[src/design/pinmux_settings.svh]
`ifndef PINMUX_SETTINGS_SVH
`define PINMUX_SETTINGS_SVH

// Port and bus widths
`define GPIO_WIDTH      8
`define REG_AW          8
`define REG_DW          32

// Tick generator, ten 100 ns cycles per us at reset
`define PULSE_CNT_W     10
`define PULSE_1US_RST   9
`define US_PER_MS       1000

// PWM channels and the pads they own
`define PWM_CNT_W       16
`define PWM_CHANNELS    2
`define PWM0_PAD        4
`define PWM1_PAD        5

// Register map, one word each
`define ADDR_GPIO_DIR          8'h00
`define ADDR_GPIO_OUT          8'h04
`define ADDR_GPIO_IN           8'h08
`define ADDR_GPIO_INT_STAT     8'h0C
`define ADDR_GPIO_POSEDGE_SEL  8'h10
`define ADDR_GPIO_NEGEDGE_SEL  8'h14
`define ADDR_MULTI_FUNC_SEL    8'h18
`define ADDR_PULSE_1US         8'h1C
`define ADDR_PWM0              8'h20
`define ADDR_PWM1              8'h24

`endif

[src/design/pinmux_pkg.sv]
`include "pinmux_settings.svh"

package pinmux_pkg;

  // One bit per GPIO pin / pad
  typedef logic [`GPIO_WIDTH-1:0] gpio_word_t;

  // --------------------------------------------------
  // PWM configuration word
  // --------------------------------------------------

  // Phase lengths in ms ticks
  typedef struct packed {
    logic [`PWM_CNT_W-1:0] high;  // Upper half
    logic [`PWM_CNT_W-1:0] low;   // Lower half
  } pwm_phase_t;

  // Bus view and field view of the same word
  typedef union packed {
    logic [`REG_DW-1:0] raw;
    pwm_phase_t         fld;
  } pwm_cfg_u;

endpackage

[src/design/pinmux_reg.sv]
`timescale 1ns/1ps
`include "pinmux_settings.svh"

module pinmux_reg (
  input  logic                                    mclk,
  input  logic                                    reset_i,
  // Register bus
  input  logic                                    reg_cs_i,
  input  logic                                    reg_wr_i,
  input  logic [`REG_AW-1:0]                      reg_addr_i,
  input  logic [`REG_DW-1:0]                      reg_wdata_i,
  input  logic [`REG_DW/8-1:0]                    reg_be_i,
  output logic [`REG_DW-1:0]                      reg_rdata_o,
  output logic                                    reg_ack_o,
  // GPIO status inputs
  input  pinmux_pkg::gpio_word_t                  gpio_in_i,
  input  pinmux_pkg::gpio_word_t                  gpio_int_event_i,
  // Configuration outputs
  output pinmux_pkg::gpio_word_t                  cfg_gpio_dir_o,
  output pinmux_pkg::gpio_word_t                  cfg_gpio_out_o,
  output pinmux_pkg::gpio_word_t                  cfg_posedge_sel_o,
  output pinmux_pkg::gpio_word_t                  cfg_negedge_sel_o,
  output logic [`PWM_CHANNELS-1:0]                cfg_pwm_enb_o,
  output pinmux_pkg::pwm_cfg_u [`PWM_CHANNELS-1:0] cfg_pwm_o,
  output logic [`PULSE_CNT_W-1:0]                 cfg_pulse_1us_o,
  output logic                                    pulse_cfg_update_o,
  output logic                                    irq_o
);

  import pinmux_pkg::*;

  logic               reg_hit;    // New access, not yet acked
  logic               wr_en;
  gpio_word_t         int_stat;   // Edge interrupt status
  gpio_word_t         int_clr;    // Write-one-to-clear mask
  logic [`REG_DW-1:0] rdata_nxt;

  // Merge write data into a word by byte lane
  function automatic logic [`REG_DW-1:0] be_merge(
    input logic [`REG_DW-1:0]   cur,
    input logic [`REG_DW-1:0]   wdata,
    input logic [`REG_DW/8-1:0] be
  );
    logic [`REG_DW-1:0] res;
    res = cur;
    for (int b = 0; b < `REG_DW/8; b++) begin
      if (be[b]) res[8*b +: 8] = wdata[8*b +: 8];
    end
    return res;
  endfunction

  assign reg_hit = reg_cs_i && !reg_ack_o;
  assign wr_en   = reg_hit && reg_wr_i;

  // --------------------------------------------------
  // Configuration registers
  // --------------------------------------------------
  always_ff @(posedge mclk) begin
    if (reset_i) begin
      cfg_gpio_dir_o    <= '0;
      cfg_gpio_out_o    <= '0;
      cfg_posedge_sel_o <= '0;
      cfg_negedge_sel_o <= '0;
      cfg_pwm_enb_o     <= '0;
      cfg_pwm_o         <= '0;
      cfg_pulse_1us_o   <= `PULSE_CNT_W'(`PULSE_1US_RST);
    end else if (wr_en) begin
      case (reg_addr_i)
        `ADDR_GPIO_DIR:
          cfg_gpio_dir_o <= gpio_word_t'(be_merge(`REG_DW'(cfg_gpio_dir_o),
                                                  reg_wdata_i, reg_be_i));
        `ADDR_GPIO_OUT:
          cfg_gpio_out_o <= gpio_word_t'(be_merge(`REG_DW'(cfg_gpio_out_o),
                                                  reg_wdata_i, reg_be_i));
        `ADDR_GPIO_POSEDGE_SEL:
          cfg_posedge_sel_o <= gpio_word_t'(be_merge(`REG_DW'(cfg_posedge_sel_o),
                                                     reg_wdata_i, reg_be_i));
        `ADDR_GPIO_NEGEDGE_SEL:
          cfg_negedge_sel_o <= gpio_word_t'(be_merge(`REG_DW'(cfg_negedge_sel_o),
                                                     reg_wdata_i, reg_be_i));
        `ADDR_MULTI_FUNC_SEL:
          cfg_pwm_enb_o <= `PWM_CHANNELS'(be_merge(`REG_DW'(cfg_pwm_enb_o),
                                                   reg_wdata_i, reg_be_i));
        `ADDR_PULSE_1US:
          cfg_pulse_1us_o <= `PULSE_CNT_W'(be_merge(`REG_DW'(cfg_pulse_1us_o),
                                                    reg_wdata_i, reg_be_i));
        `ADDR_PWM0:
          cfg_pwm_o[0].raw <= be_merge(cfg_pwm_o[0].raw, reg_wdata_i, reg_be_i);
        `ADDR_PWM1:
          cfg_pwm_o[1].raw <= be_merge(cfg_pwm_o[1].raw, reg_wdata_i, reg_be_i);
        default: ;
      endcase
    end
  end

  // Read mux, unmapped words read zero
  always_comb begin
    case (reg_addr_i)
      `ADDR_GPIO_DIR:         rdata_nxt = `REG_DW'(cfg_gpio_dir_o);
      `ADDR_GPIO_OUT:         rdata_nxt = `REG_DW'(cfg_gpio_out_o);
      `ADDR_GPIO_IN:          rdata_nxt = `REG_DW'(gpio_in_i);
      `ADDR_GPIO_INT_STAT:    rdata_nxt = `REG_DW'(int_stat);
      `ADDR_GPIO_POSEDGE_SEL: rdata_nxt = `REG_DW'(cfg_posedge_sel_o);
      `ADDR_GPIO_NEGEDGE_SEL: rdata_nxt = `REG_DW'(cfg_negedge_sel_o);
      `ADDR_MULTI_FUNC_SEL:   rdata_nxt = `REG_DW'(cfg_pwm_enb_o);
      `ADDR_PULSE_1US:        rdata_nxt = `REG_DW'(cfg_pulse_1us_o);
      `ADDR_PWM0:             rdata_nxt = cfg_pwm_o[0].raw;
      `ADDR_PWM1:             rdata_nxt = cfg_pwm_o[1].raw;
      default:                rdata_nxt = '0;
    endcase
  end

  // --------------------------------------------------
  // Acknowledge, read data, tick restart
  // --------------------------------------------------
  always_ff @(posedge mclk) begin
    if (reset_i) begin
      reg_ack_o          <= 1'b0;
      pulse_cfg_update_o <= 1'b0;
    end else begin
      reg_ack_o          <= reg_hit;
      // High in the ack cycle, when the new count is already loaded
      pulse_cfg_update_o <= wr_en && (reg_addr_i == `ADDR_PULSE_1US);
    end
  end

  always_ff @(posedge mclk) begin
    if (reg_hit) reg_rdata_o <= rdata_nxt;
  end

  // Only byte 0 carries status bits
  assign int_clr = (wr_en && (reg_addr_i == `ADDR_GPIO_INT_STAT) && reg_be_i[0]) ?
                   reg_wdata_i[`GPIO_WIDTH-1:0] : '0;

  // Status and interrupt, a new event beats the clear
  always_ff @(posedge mclk) begin
    if (reset_i) begin
      int_stat <= '0;
      irq_o    <= 1'b0;
    end else begin
      int_stat <= (int_stat & ~int_clr) | gpio_int_event_i;
      irq_o    <= |int_stat;
    end
  end

endmodule

[src/design/tick_gen.sv]
`timescale 1ns/1ps
`include "pinmux_settings.svh"

module tick_gen (
  input  logic                    mclk,
  input  logic                    reset_i,
  input  logic [`PULSE_CNT_W-1:0] cfg_pulse_1us_i,
  input  logic                    cfg_update_i,
  output logic                    pulse_1us_o,
  output logic                    pulse_1ms_o
);

  localparam int MS_CNT_W = $clog2(`US_PER_MS);

  logic [`PULSE_CNT_W-1:0] us_cnt;   // Cycles left in this us
  logic [MS_CNT_W-1:0]     ms_cnt;   // us strobes left in this ms
  logic                    us_done;

  assign us_done = (us_cnt == '0);

  // --------------------------------------------------
  // 1 us down-counter, period cfg + 1 cycles
  // --------------------------------------------------
  always_ff @(posedge mclk) begin
    if (reset_i || cfg_update_i) begin
      us_cnt      <= cfg_pulse_1us_i;
      pulse_1us_o <= 1'b0;
    end else begin
      pulse_1us_o <= us_done;
      if (us_done) us_cnt <= cfg_pulse_1us_i;
      else         us_cnt <= us_cnt - 1'b1;
    end
  end

  // --------------------------------------------------
  // 1 ms strobe, lined up with the matching us strobe
  // --------------------------------------------------
  always_ff @(posedge mclk) begin
    if (reset_i || cfg_update_i) begin
      ms_cnt      <= MS_CNT_W'(`US_PER_MS - 1);
      pulse_1ms_o <= 1'b0;
    end else begin
      pulse_1ms_o <= us_done && (ms_cnt == '0);
      if (us_done) begin
        if (ms_cnt == '0) ms_cnt <= MS_CNT_W'(`US_PER_MS - 1);
        else              ms_cnt <= ms_cnt - 1'b1;
      end
    end
  end

endmodule

[src/design/gpio_intr_gen.sv]
`timescale 1ns/1ps
`include "pinmux_settings.svh"

module gpio_intr_gen (
  input  logic                   mclk,
  input  logic                   reset_i,
  input  pinmux_pkg::gpio_word_t pad_in_i,
  input  pinmux_pkg::gpio_word_t cfg_gpio_dir_i,
  input  pinmux_pkg::gpio_word_t cfg_gpio_out_i,
  input  pinmux_pkg::gpio_word_t cfg_posedge_sel_i,
  input  pinmux_pkg::gpio_word_t cfg_negedge_sel_i,
  output pinmux_pkg::gpio_word_t gpio_in_o,
  output pinmux_pkg::gpio_word_t gpio_int_event_o
);

  import pinmux_pkg::*;

  gpio_word_t watched;     // Value each pin is watched on
  gpio_word_t watched_q;   // Same word one cycle back
  gpio_word_t rise;
  gpio_word_t fall;

  // Output pins watch their own drive, input pins the pad
  assign watched = (cfg_gpio_dir_i & cfg_gpio_out_i) | (~cfg_gpio_dir_i & gpio_in_o);

  // Pad sample and history
  always_ff @(posedge mclk) begin
    if (reset_i) begin
      gpio_in_o <= '0;
      watched_q <= '0;
    end else begin
      gpio_in_o <= pad_in_i;
      watched_q <= watched;
    end
  end

  // --------------------------------------------------
  // Edge detect, gated by the select words
  // --------------------------------------------------
  assign rise = watched & ~watched_q;
  assign fall = ~watched & watched_q;

  // One cycle wide, since history catches up next clock
  assign gpio_int_event_o = (rise & cfg_posedge_sel_i) | (fall & cfg_negedge_sel_i);

endmodule

[src/design/pwm.sv]
`timescale 1ns/1ps
`include "pinmux_settings.svh"

module pwm (
  input  logic                 mclk,
  input  logic                 reset_i,
  input  logic                 pulse_1ms_i,
  input  logic                 cfg_enb_i,
  input  pinmux_pkg::pwm_cfg_u cfg_i,
  output logic                 waveform_o
);

  logic                  running;     // Set once the first high phase starts
  logic [`PWM_CNT_W-1:0] phase_cnt;   // ms ticks seen in this phase
  logic [`PWM_CNT_W-1:0] phase_lim;
  logic [`PWM_CNT_W-1:0] phase_last;
  logic                  phase_end;

  // Length of the phase in progress
  assign phase_lim = waveform_o ? cfg_i.fld.high : cfg_i.fld.low;

  // Zero length acts as one tick
  assign phase_last = (phase_lim == '0) ? '0 : phase_lim - 1'b1;
  assign phase_end  = (phase_cnt >= phase_last);

  // --------------------------------------------------
  // Phase sequencer
  // --------------------------------------------------
  always_ff @(posedge mclk) begin
    if (reset_i || !cfg_enb_i) begin
      running    <= 1'b0;
      waveform_o <= 1'b0;
      phase_cnt  <= '0;
    end else if (!running) begin
      // Enable starts with the high phase
      running    <= 1'b1;
      waveform_o <= 1'b1;
      phase_cnt  <= '0;
    end else if (pulse_1ms_i) begin
      if (phase_end) begin
        waveform_o <= ~waveform_o;
        phase_cnt  <= '0;
      end else begin
        phase_cnt  <= phase_cnt + 1'b1;
      end
    end
  end

endmodule

[src/design/pad_mux.sv]
`timescale 1ns/1ps
`include "pinmux_settings.svh"

module pad_mux (
  input  logic [`PWM_CHANNELS-1:0] pwm_wfm_i,
  input  logic [`PWM_CHANNELS-1:0] cfg_pwm_enb_i,
  input  pinmux_pkg::gpio_word_t   cfg_gpio_dir_i,
  input  pinmux_pkg::gpio_word_t   cfg_gpio_out_i,
  output pinmux_pkg::gpio_word_t   pad_out_o,
  output pinmux_pkg::gpio_word_t   pad_oen_o
);

  // Pad owned by each PWM channel
  localparam int PWM_PAD [`PWM_CHANNELS] = '{`PWM0_PAD, `PWM1_PAD};

  // --------------------------------------------------
  // Pin map
  // --------------------------------------------------
  always_comb begin
    // Lowest priority, GPIO by direction bit
    for (int p = 0; p < `GPIO_WIDTH; p++) begin
      if (cfg_gpio_dir_i[p]) begin
        pad_out_o[p] = cfg_gpio_out_i[p];
        pad_oen_o[p] = 1'b0;
      end else begin
        // Undriven pad stays an input
        pad_out_o[p] = 1'b0;
        pad_oen_o[p] = 1'b1;
      end
    end

    // PWM takes its pad ahead of GPIO
    for (int ch = 0; ch < `PWM_CHANNELS; ch++) begin
      if (cfg_pwm_enb_i[ch]) begin
        pad_out_o[PWM_PAD[ch]] = pwm_wfm_i[ch];
        pad_oen_o[PWM_PAD[ch]] = 1'b0;
      end
    end
  end

endmodule

[src/design/pinmux_top.sv]
`timescale 1ns/1ps
`include "pinmux_settings.svh"

module pinmux_top (
  input  logic                   mclk,
  input  logic                   reset_i,
  // Register bus
  input  logic                   reg_cs_i,
  input  logic                   reg_wr_i,
  input  logic [`REG_AW-1:0]     reg_addr_i,
  input  logic [`REG_DW-1:0]     reg_wdata_i,
  input  logic [`REG_DW/8-1:0]   reg_be_i,
  output logic [`REG_DW-1:0]     reg_rdata_o,
  output logic                   reg_ack_o,
  // Pads
  input  pinmux_pkg::gpio_word_t digital_io_in_i,
  output pinmux_pkg::gpio_word_t digital_io_out_o,
  output pinmux_pkg::gpio_word_t digital_io_oen_o,
  // Interrupt and ms tick
  output logic                   irq_o,
  output logic                   pulse1m_mclk_o
);

  import pinmux_pkg::*;

  gpio_word_t                    gpio_in;
  gpio_word_t                    gpio_int_event;
  gpio_word_t                    cfg_gpio_dir;
  gpio_word_t                    cfg_gpio_out;
  gpio_word_t                    cfg_posedge_sel;
  gpio_word_t                    cfg_negedge_sel;
  logic [`PWM_CHANNELS-1:0]      cfg_pwm_enb;
  pwm_cfg_u [`PWM_CHANNELS-1:0]  cfg_pwm;
  logic [`PWM_CHANNELS-1:0]      pwm_wfm;
  logic [`PULSE_CNT_W-1:0]       cfg_pulse_1us;
  logic                          pulse_cfg_update;

  pinmux_reg u_pinmux_reg (
    .mclk               (mclk),
    .reset_i            (reset_i),
    .reg_cs_i           (reg_cs_i),
    .reg_wr_i           (reg_wr_i),
    .reg_addr_i         (reg_addr_i),
    .reg_wdata_i        (reg_wdata_i),
    .reg_be_i           (reg_be_i),
    .reg_rdata_o        (reg_rdata_o),
    .reg_ack_o          (reg_ack_o),
    .gpio_in_i          (gpio_in),
    .gpio_int_event_i   (gpio_int_event),
    .cfg_gpio_dir_o     (cfg_gpio_dir),
    .cfg_gpio_out_o     (cfg_gpio_out),
    .cfg_posedge_sel_o  (cfg_posedge_sel),
    .cfg_negedge_sel_o  (cfg_negedge_sel),
    .cfg_pwm_enb_o      (cfg_pwm_enb),
    .cfg_pwm_o          (cfg_pwm),
    .cfg_pulse_1us_o    (cfg_pulse_1us),
    .pulse_cfg_update_o (pulse_cfg_update),
    .irq_o              (irq_o)
  );

  // us strobe only feeds the ms divider inside
  tick_gen u_tick_gen (
    .mclk            (mclk),
    .reset_i         (reset_i),
    .cfg_pulse_1us_i (cfg_pulse_1us),
    .cfg_update_i    (pulse_cfg_update),
    .pulse_1us_o     (),
    .pulse_1ms_o     (pulse1m_mclk_o)
  );

  gpio_intr_gen u_gpio_intr (
    .mclk              (mclk),
    .reset_i           (reset_i),
    .pad_in_i          (digital_io_in_i),
    .cfg_gpio_dir_i    (cfg_gpio_dir),
    .cfg_gpio_out_i    (cfg_gpio_out),
    .cfg_posedge_sel_i (cfg_posedge_sel),
    .cfg_negedge_sel_i (cfg_negedge_sel),
    .gpio_in_o         (gpio_in),
    .gpio_int_event_o  (gpio_int_event)
  );

  // --------------------------------------------------
  // PWM channels, all paced by the ms tick
  // --------------------------------------------------
  for (genvar ch = 0; ch < `PWM_CHANNELS; ch++) begin : g_pwm
    pwm u_pwm (
      .mclk        (mclk),
      .reset_i     (reset_i),
      .pulse_1ms_i (pulse1m_mclk_o),
      .cfg_enb_i   (cfg_pwm_enb[ch]),
      .cfg_i       (cfg_pwm[ch]),
      .waveform_o  (pwm_wfm[ch])
    );
  end

  pad_mux u_pad_mux (
    .pwm_wfm_i      (pwm_wfm),
    .cfg_pwm_enb_i  (cfg_pwm_enb),
    .cfg_gpio_dir_i (cfg_gpio_dir),
    .cfg_gpio_out_i (cfg_gpio_out),
    .pad_out_o      (digital_io_out_o),
    .pad_oen_o      (digital_io_oen_o)
  );

endmodule

[config.mk]
export PLATFORM = sky130hd
export DESIGN_NAME = pinmux_top
export DESIGN_NICKNAME = d
export VERILOG_FILES = /design/src/design/pinmux_pkg.sv /design/src/design/pinmux_reg.sv /design/src/design/tick_gen.sv /design/src/design/gpio_intr_gen.sv /design/src/design/pwm.sv /design/src/design/pad_mux.sv /design/src/design/pinmux_top.sv
export VERILOG_INCLUDE_DIRS = /design/src /design/src/design
export SDC_FILE = /design/constraint.sdc
export NUM_CORES = 1
export LEC_CHECK = 0
export BUFFER_PORTS_ARGS = -buffer_cell sky130_fd_sc_hd__buf_2
export CAP_MARGIN = 20
export CELL_PAD_IN_SITES_DETAIL_PLACEMENT = 0
export CELL_PAD_IN_SITES_GLOBAL_PLACEMENT = 2
export CORE_UTILIZATION = 25
export CTS_CLUSTER_DIAMETER = 50
export DETAILED_ROUTE_END_ITERATION = 12
export PLACE_DENSITY_LB_ADDON = 0.3
export SETUP_SLACK_MARGIN = 0.5
export SLEW_MARGIN = 20
export SYNTH_ARGS = -nofsm -noshare
export SYNTH_HDL_FRONTEND = slang
export SYNTH_HIERARCHICAL = 1
export SYNTH_SLANG_ARGS = --single-unit
[constraint.sdc]
create_clock -name mclk -period 6.3 [get_ports mclk]
set_clock_uncertainty 0.2 [all_clocks]
set_input_delay 0.63 -clock mclk [delete_from_list [all_inputs] [get_ports mclk]]
set_output_delay 0.63 -clock mclk [all_outputs]
set_load 0.01 [all_outputs]
Word-level counts from Yosys, hierarchy flattened
Cells that the tools add are included.
{"block": "word_totals", "reg_bits": 224, "inputBits": 56, "out_inout_bits": 51, "wordCells": 146}
{"block": "op_classes", "add_sub_neg": 6, "n_lt_le_gt_ge": 2, "eq_ne": 13, "mux": 39, "n_bitwise": 18, "reduce_logical": 37}
{"operator": "32-bit case mux with 10 select lines", "count": 1}
{"operator": "16-bit two-way mux", "count": 6}
{"operator": "8-bit bitwise AND", "count": 7}
{"operator": "3-bit AND reduction", "count": 15}
{"operator": "16-bit by 1-bit adder with 16-bit output (second input constant)", "count": 2}
{"operator": "8-bit by 5-bit == test with 1-bit output (second input constant)", "count": 4}
{"operator": "16-bit greater-or-equal comparator", "count": 2}
{"operator": "16-bit logical NOT", "count": 2}
{"operator": "8-bit inverter", "count": 4}
{"operator": "16-bit by 1-bit subtractor with 16-bit output (second input constant)", "count": 2}
{"operator": "10-bit two-way mux", "count": 3}
{"operator": "1-bit two-way mux", "count": 28}
{"operator": "8-bit bitwise OR", "count": 3}
{"operator": "10-bit logical NOT", "count": 2}
{"operator": "10-bit by 1-bit subtractor with 10-bit output (second input constant)", "count": 2}
{"operator": "8-bit by 4-bit == test with 1-bit output (second input constant)", "count": 2}
{"operator": "8-bit by 6-bit == test with 1-bit output (second input constant)", "count": 2}
{"operator": "8-bit by 3-bit == test with 1-bit output (second input constant)", "count": 1}
{"operator": "8-bit logical NOT", "count": 1}
{"operator": "8-bit two-way mux", "count": 1}
{"operator": "2-bit != test (second input constant)", "count": 4}
{"operator": "8-bit OR reduction", "count": 1}
{"operator": "1-bit logical AND", "count": 6}
{"operator": "1-bit inverter", "count": 4}
{"operator": "other kinds (4)", "count": 10}

Logic depth before layout (Yosys ltp)
{"block": "depth", "word_depth": 9, "depth_mapped": 18, "ltp_nobuf": 12}

Modules after synthesis
The synthesis kept the hierarchy.
{"module": "pinmux_reg", "instances": 1, "cells_each": 613, "area_per_inst_um2": 6429.9, "seq_area_each_um2": 3343.2}
{"module": "pwm (g_pwm[0].u_pwm)", "instances": 1, "cells_each": 230, "area_per_inst_um2": 1843.0, "seq_area_each_um2": 360.3}
{"module": "pwm (g_pwm[1].u_pwm)", "instances": 1, "cells_each": 229, "area_per_inst_um2": 1795.5, "seq_area_each_um2": 360.3}
{"module": "tick_gen", "instances": 1, "cells_each": 122, "area_per_inst_um2": 1068.5, "seq_area_each_um2": 440.4}
{"module": "gpio_intr_gen", "instances": 1, "cells_each": 65, "area_per_inst_um2": 648.1, "seq_area_each_um2": 320.3}
{"module": "pad_mux", "instances": 1, "cells_each": 20, "area_per_inst_um2": 92.6, "seq_area_each_um2": 0.0}

Worst setup path after synthesis
No wires, ideal clock.
{"block": "synth_path", "path_kind": "reg-to-reg", "startpoint": "reg g_pwm[1].u_pwm.waveform_o", "endpoint": "reg g_pwm[1].u_pwm.phase_cnt[11]", "setup_time_ns": 0.132, "t_arrival_ns": 4.104, "required_ns": 5.968, "setup_slack_ns": 1.865, "stages_incl_launch_ff": 18, "path_buffers": 5, "period_less_slack_ns": 4.435, "cell_sequence": "dfxtp_1 buf_2 buf_2 buf_2 buf_2 mux2i_1 ha_1 o21ai_0 nor4_1 nor2b_1 mux2i_1 ha_1 nand4_1 or4_1 o32a_2 a21boi_4 buf_6 nor3_1"}
{"block": "synth_via", "elab_chain_len": 5, "elab_cells_between_ends": 6, "cone_classes": "add/sub: 1; order compare: 1; mux: 3; reduce/logical: 1"}
{"item": "start: declaration", "line": "pwm.sv:10", "text": "output logic waveform_o"}
{"item": "start signal: assignment", "line": "pwm.sv:41", "text": "waveform_o <= ~waveform_o;"}
{"item": "16-bit two-way mux (*)", "line": "pwm.sv:20", "text": "assign phase_lim = waveform_o ? cfg_i.fld.high : cfg_i.fld.low;"}
{"item": "16-bit by 1-bit subtractor with 16-bit output / 16-bit logical NOT (equally long branches)", "line": "pwm.sv:23", "text": "assign phase_last = (phase_lim == '0) ? '0 : phase_lim - 1'b1;"}
{"item": "16-bit two-way mux (*)", "line": "pwm.sv:23"}
{"item": "16-bit greater-or-equal comparator (*)", "line": "pwm.sv:24", "text": "assign phase_end = (phase_cnt >= phase_last);"}
{"item": "16-bit two-way mux (*)", "line": "pwm.sv:40", "text": "if (phase_end) begin"}
{"item": "end signal: assignment", "line": "pwm.sv:44", "text": "phase_cnt <= phase_cnt + 1'b1;"}
{"item": "end: declaration", "line": "pwm.sv:14", "text": "logic [`PWM_CNT_W-1:0] phase_cnt;"}
Every way passes the cells marked *; elsewhere a longest branch is shown, timed or not.
A chain may end at the register's enable or synchronous reset.

Final worst setup path
{"block": "layout_path", "startpoint": "reg g_pwm[1].u_pwm.waveform_o", "endpoint": "reg g_pwm[1].u_pwm.phase_cnt[8]"}
Same word-level chain as after synthesis.

==> results.txt <==
worst skew pair latency -> 550 ps
relative slew slack -> 42.8%
RSZ-0062 raised after global routing -> no
Synth Warn # -> 6
DR pass1 iterations -> 9
fin crit period -> 4860 ps
Clock Path Buffers -> 3
IO Pins -> 107
R2R setup slack -> 1440 ps
MaxCap Viol Count -> 0
worst slack, placed -> 1430 ps
Peak VDD IR -> 0.000139 V
Mapped Nets -> 1,374
Sinks on Clock Net -> 224
Final setup violation count -> 0
Cell Count, Final, Fillers Out -> 1,993
Fin Hold WS -> 106 ps
Routed Antenna Nets -> 0
initial antenna violation count -> 0
Site Rows -> 79
syn_area_per_cell -> 9.28 µm²
Lkg Pwr -> 5.65 nW
final RePlAce weighted congestion -> 0.805
register area -> 0.00481 mm²
Multi-input gate area -> 0.00662 mm²
die extent in y -> 220 µm
vias per std cell -> 4.86
Startpoint Class -> flop
first-pass GRT wire length -> 57,300 µm
violated checks -> design-rule violations
Post-Syn Area -> 0.0119 mm²
fin crit share -> 77.1%
DP Wirelength -> 27,500 µm
share of cells above drive strength 1 -> 16.2%
worst setup margin -> 1440 ps
CP endpoint kind -> flop
CP Launch Point -> g_pwm[1].u_pwm/waveform_o
min-delay worst type -> primary input to flop
CP arrival -> 5060 ps
utilization after layout -> 30.1%
via count -> 9,683
H-tree Lvls -> 2
Slew Viols, Final -> 0
Core Area -> 0.0467 mm²
DR DRC count -> 20
CTS root buf -> clkbuf_16
Layout Nets -> 1,455
power per cell area -> 257 mW/mm²
Worst Path Required -> 6510 ps
outcome -> finished with violations
Antenna diodes -> 0
grt ovf -> 0
vias in the first global route -> 9,326
Worst-Margin Slew -> 858 ps
placed cell count -> 1,929
Post CTS Setup Buffer Count -> 0
critical path capture point -> g_pwm[1].u_pwm/phase_cnt[8]
CTS resizes -> 0
worst-case reg-to-reg path depth -> 13
f_max -> 0.206 GHz
aggregate global-route resource usage -> 15.7%
post-DR wirelength/cell -> 19.0 µm
P&R area growth vs syn -> 18.5%
CP max FO -> 22
Starting Density -> 25.4%
critical path type -> flop to flop
TritonCTS Buffers -> 35
Clk pin slew, worst setup/hold paths -> 60 ps
R2R Path End -> g_pwm[1].u_pwm/phase_cnt[8]
Hold Violations, Final -> 0
First DRT Iteration DRCs -> 616
CTS tree -> done
largest net degree at the start of global routing -> 54
r2r startpoint -> g_pwm[1].u_pwm/waveform_o
fillers -> 4,938
Post-Syn Instances -> 1,278
Routed WL -> 37,800 µm
Die ar. -> 0.0483 mm²
die width -> 220 µm
hold buffers post-CTS -> 0
setup_tns -> 0 ps
IO Port Bufs -> 106
[registers in the layout, indices dropped and copies added, names as in the netlist]
signal,cells
u_pinmux_reg/cfg_gpio_out_o,8
u_gpio_intr/gpio_in_o,8
g_pwm.u_pwm/waveform_o,2
g_pwm.u_pwm/running,2
u_pinmux_reg/cfg_pulse_1us_o,10
u_tick_gen/pulse_1ms_o,1
u_tick_gen/ms_cnt,10
u_pinmux_reg/cfg_negedge_sel_o,8
u_tick_gen/us_cnt,10
u_pinmux_reg/int_stat,8
u_pinmux_reg/pulse_cfg_update_o,1
u_pinmux_reg/reg_ack_o,1
u_gpio_intr/watched_q,8
u_pinmux_reg/cfg_gpio_dir_o,8
u_pinmux_reg/cfg_posedge_sel_o,8
u_pinmux_reg/cfg_pwm_o,64
u_pinmux_reg/reg_rdata_o,32
g_pwm.u_pwm/phase_cnt,32
u_pinmux_reg/cfg_pwm_enb_o,2
u_pinmux_reg/irq_o,1
[routing by layer]
layer	share of wire, %	routed length, µm	GRT usage, %	vias to the layer above
li1	-	-	-	4826
met1	48	18300	21.8	4579
met2	45	16900	24.5	232
met3	5.1	1910	2.88	46
met4	2.0	751	4.76	0
met5	0	0	0	-
[metrics by stage]
stage                     cell area, µm²  power (mW)
after floorplan                    11900        1.64
after global placement             12900        1.72
after detailed placement           12900        1.72
after CTS                          14000        3.67
after global routing               14000        3.75
final                              14000        3.61
[power breakdown]
part           leakage (nW)  switching [mW]  internal, mW
registers              1.87          0.0188          1.48
clock network         0.557           0.748          1.17
logic                  3.22           0.128        0.0652
[placed cells by master, fill, tap and decap left out, types with 31 or more instances in the layout]
master     instances
nand3_1           35
dfxtp_1          191
ha_1              40
nor2_1           161
nor3_1            67
o21ai_0           31
buf_2            105
clkbuf_16         36
edfxtp_1          32
a21oi_1           48
mux2i_1          138
nand2_1           88
[critical path, stage by stage (launching register included)]
cell      delay, ps
dfxtp_1         730
buf_4           370
mux2i_1         290
ha_1            210
o21ai_0         230
nor4_1          470
nor2b_1         220
mux2i_1          90
ha_1            290
nand4_1         140
or4_1           560
o32a_2          400
a21boi_4        400
nor3_1          100
[worst min-delay path by stage]
stage / slack (ps) / startpoint / endpoint / cells after the start
6_report: 110 / digital_io_in_i[6] / u_gpio_intr/gpio_in_o[6] / 2
4_1_cts: 80 / digital_io_in_i[6] / u_gpio_intr/gpio_in_o[6] / 2
3_3_place_gp: 280 / u_pinmux_reg/cfg_pulse_1us_o[4] / u_tick_gen/us_cnt[4] / 2
3_5_place_dp: 280 / u_pinmux_reg/cfg_pulse_1us_o[4] / u_tick_gen/us_cnt[4] / 2
5_1_grt: 110 / digital_io_in_i[0] / u_gpio_intr/gpio_in_o[0] / 2
2_1_floorplan: 240 / u_pinmux_reg/cfg_pulse_1us_o[6] / u_tick_gen/us_cnt[6] / 2
[cell type report]
type                            instances  share of cell area [%]
Clock buffer                           44                    6.77
Clock inverter                         20                    1.39
Inverter                               29                   0.775
Multi-Input combinational cell        953                    47.1
Sequential cell                       224                    34.2
Tap cell                              607                    5.41
Timing Repair Buffer                  116                    4.33
Note: power is estimated with default switching activity, not from simulation.
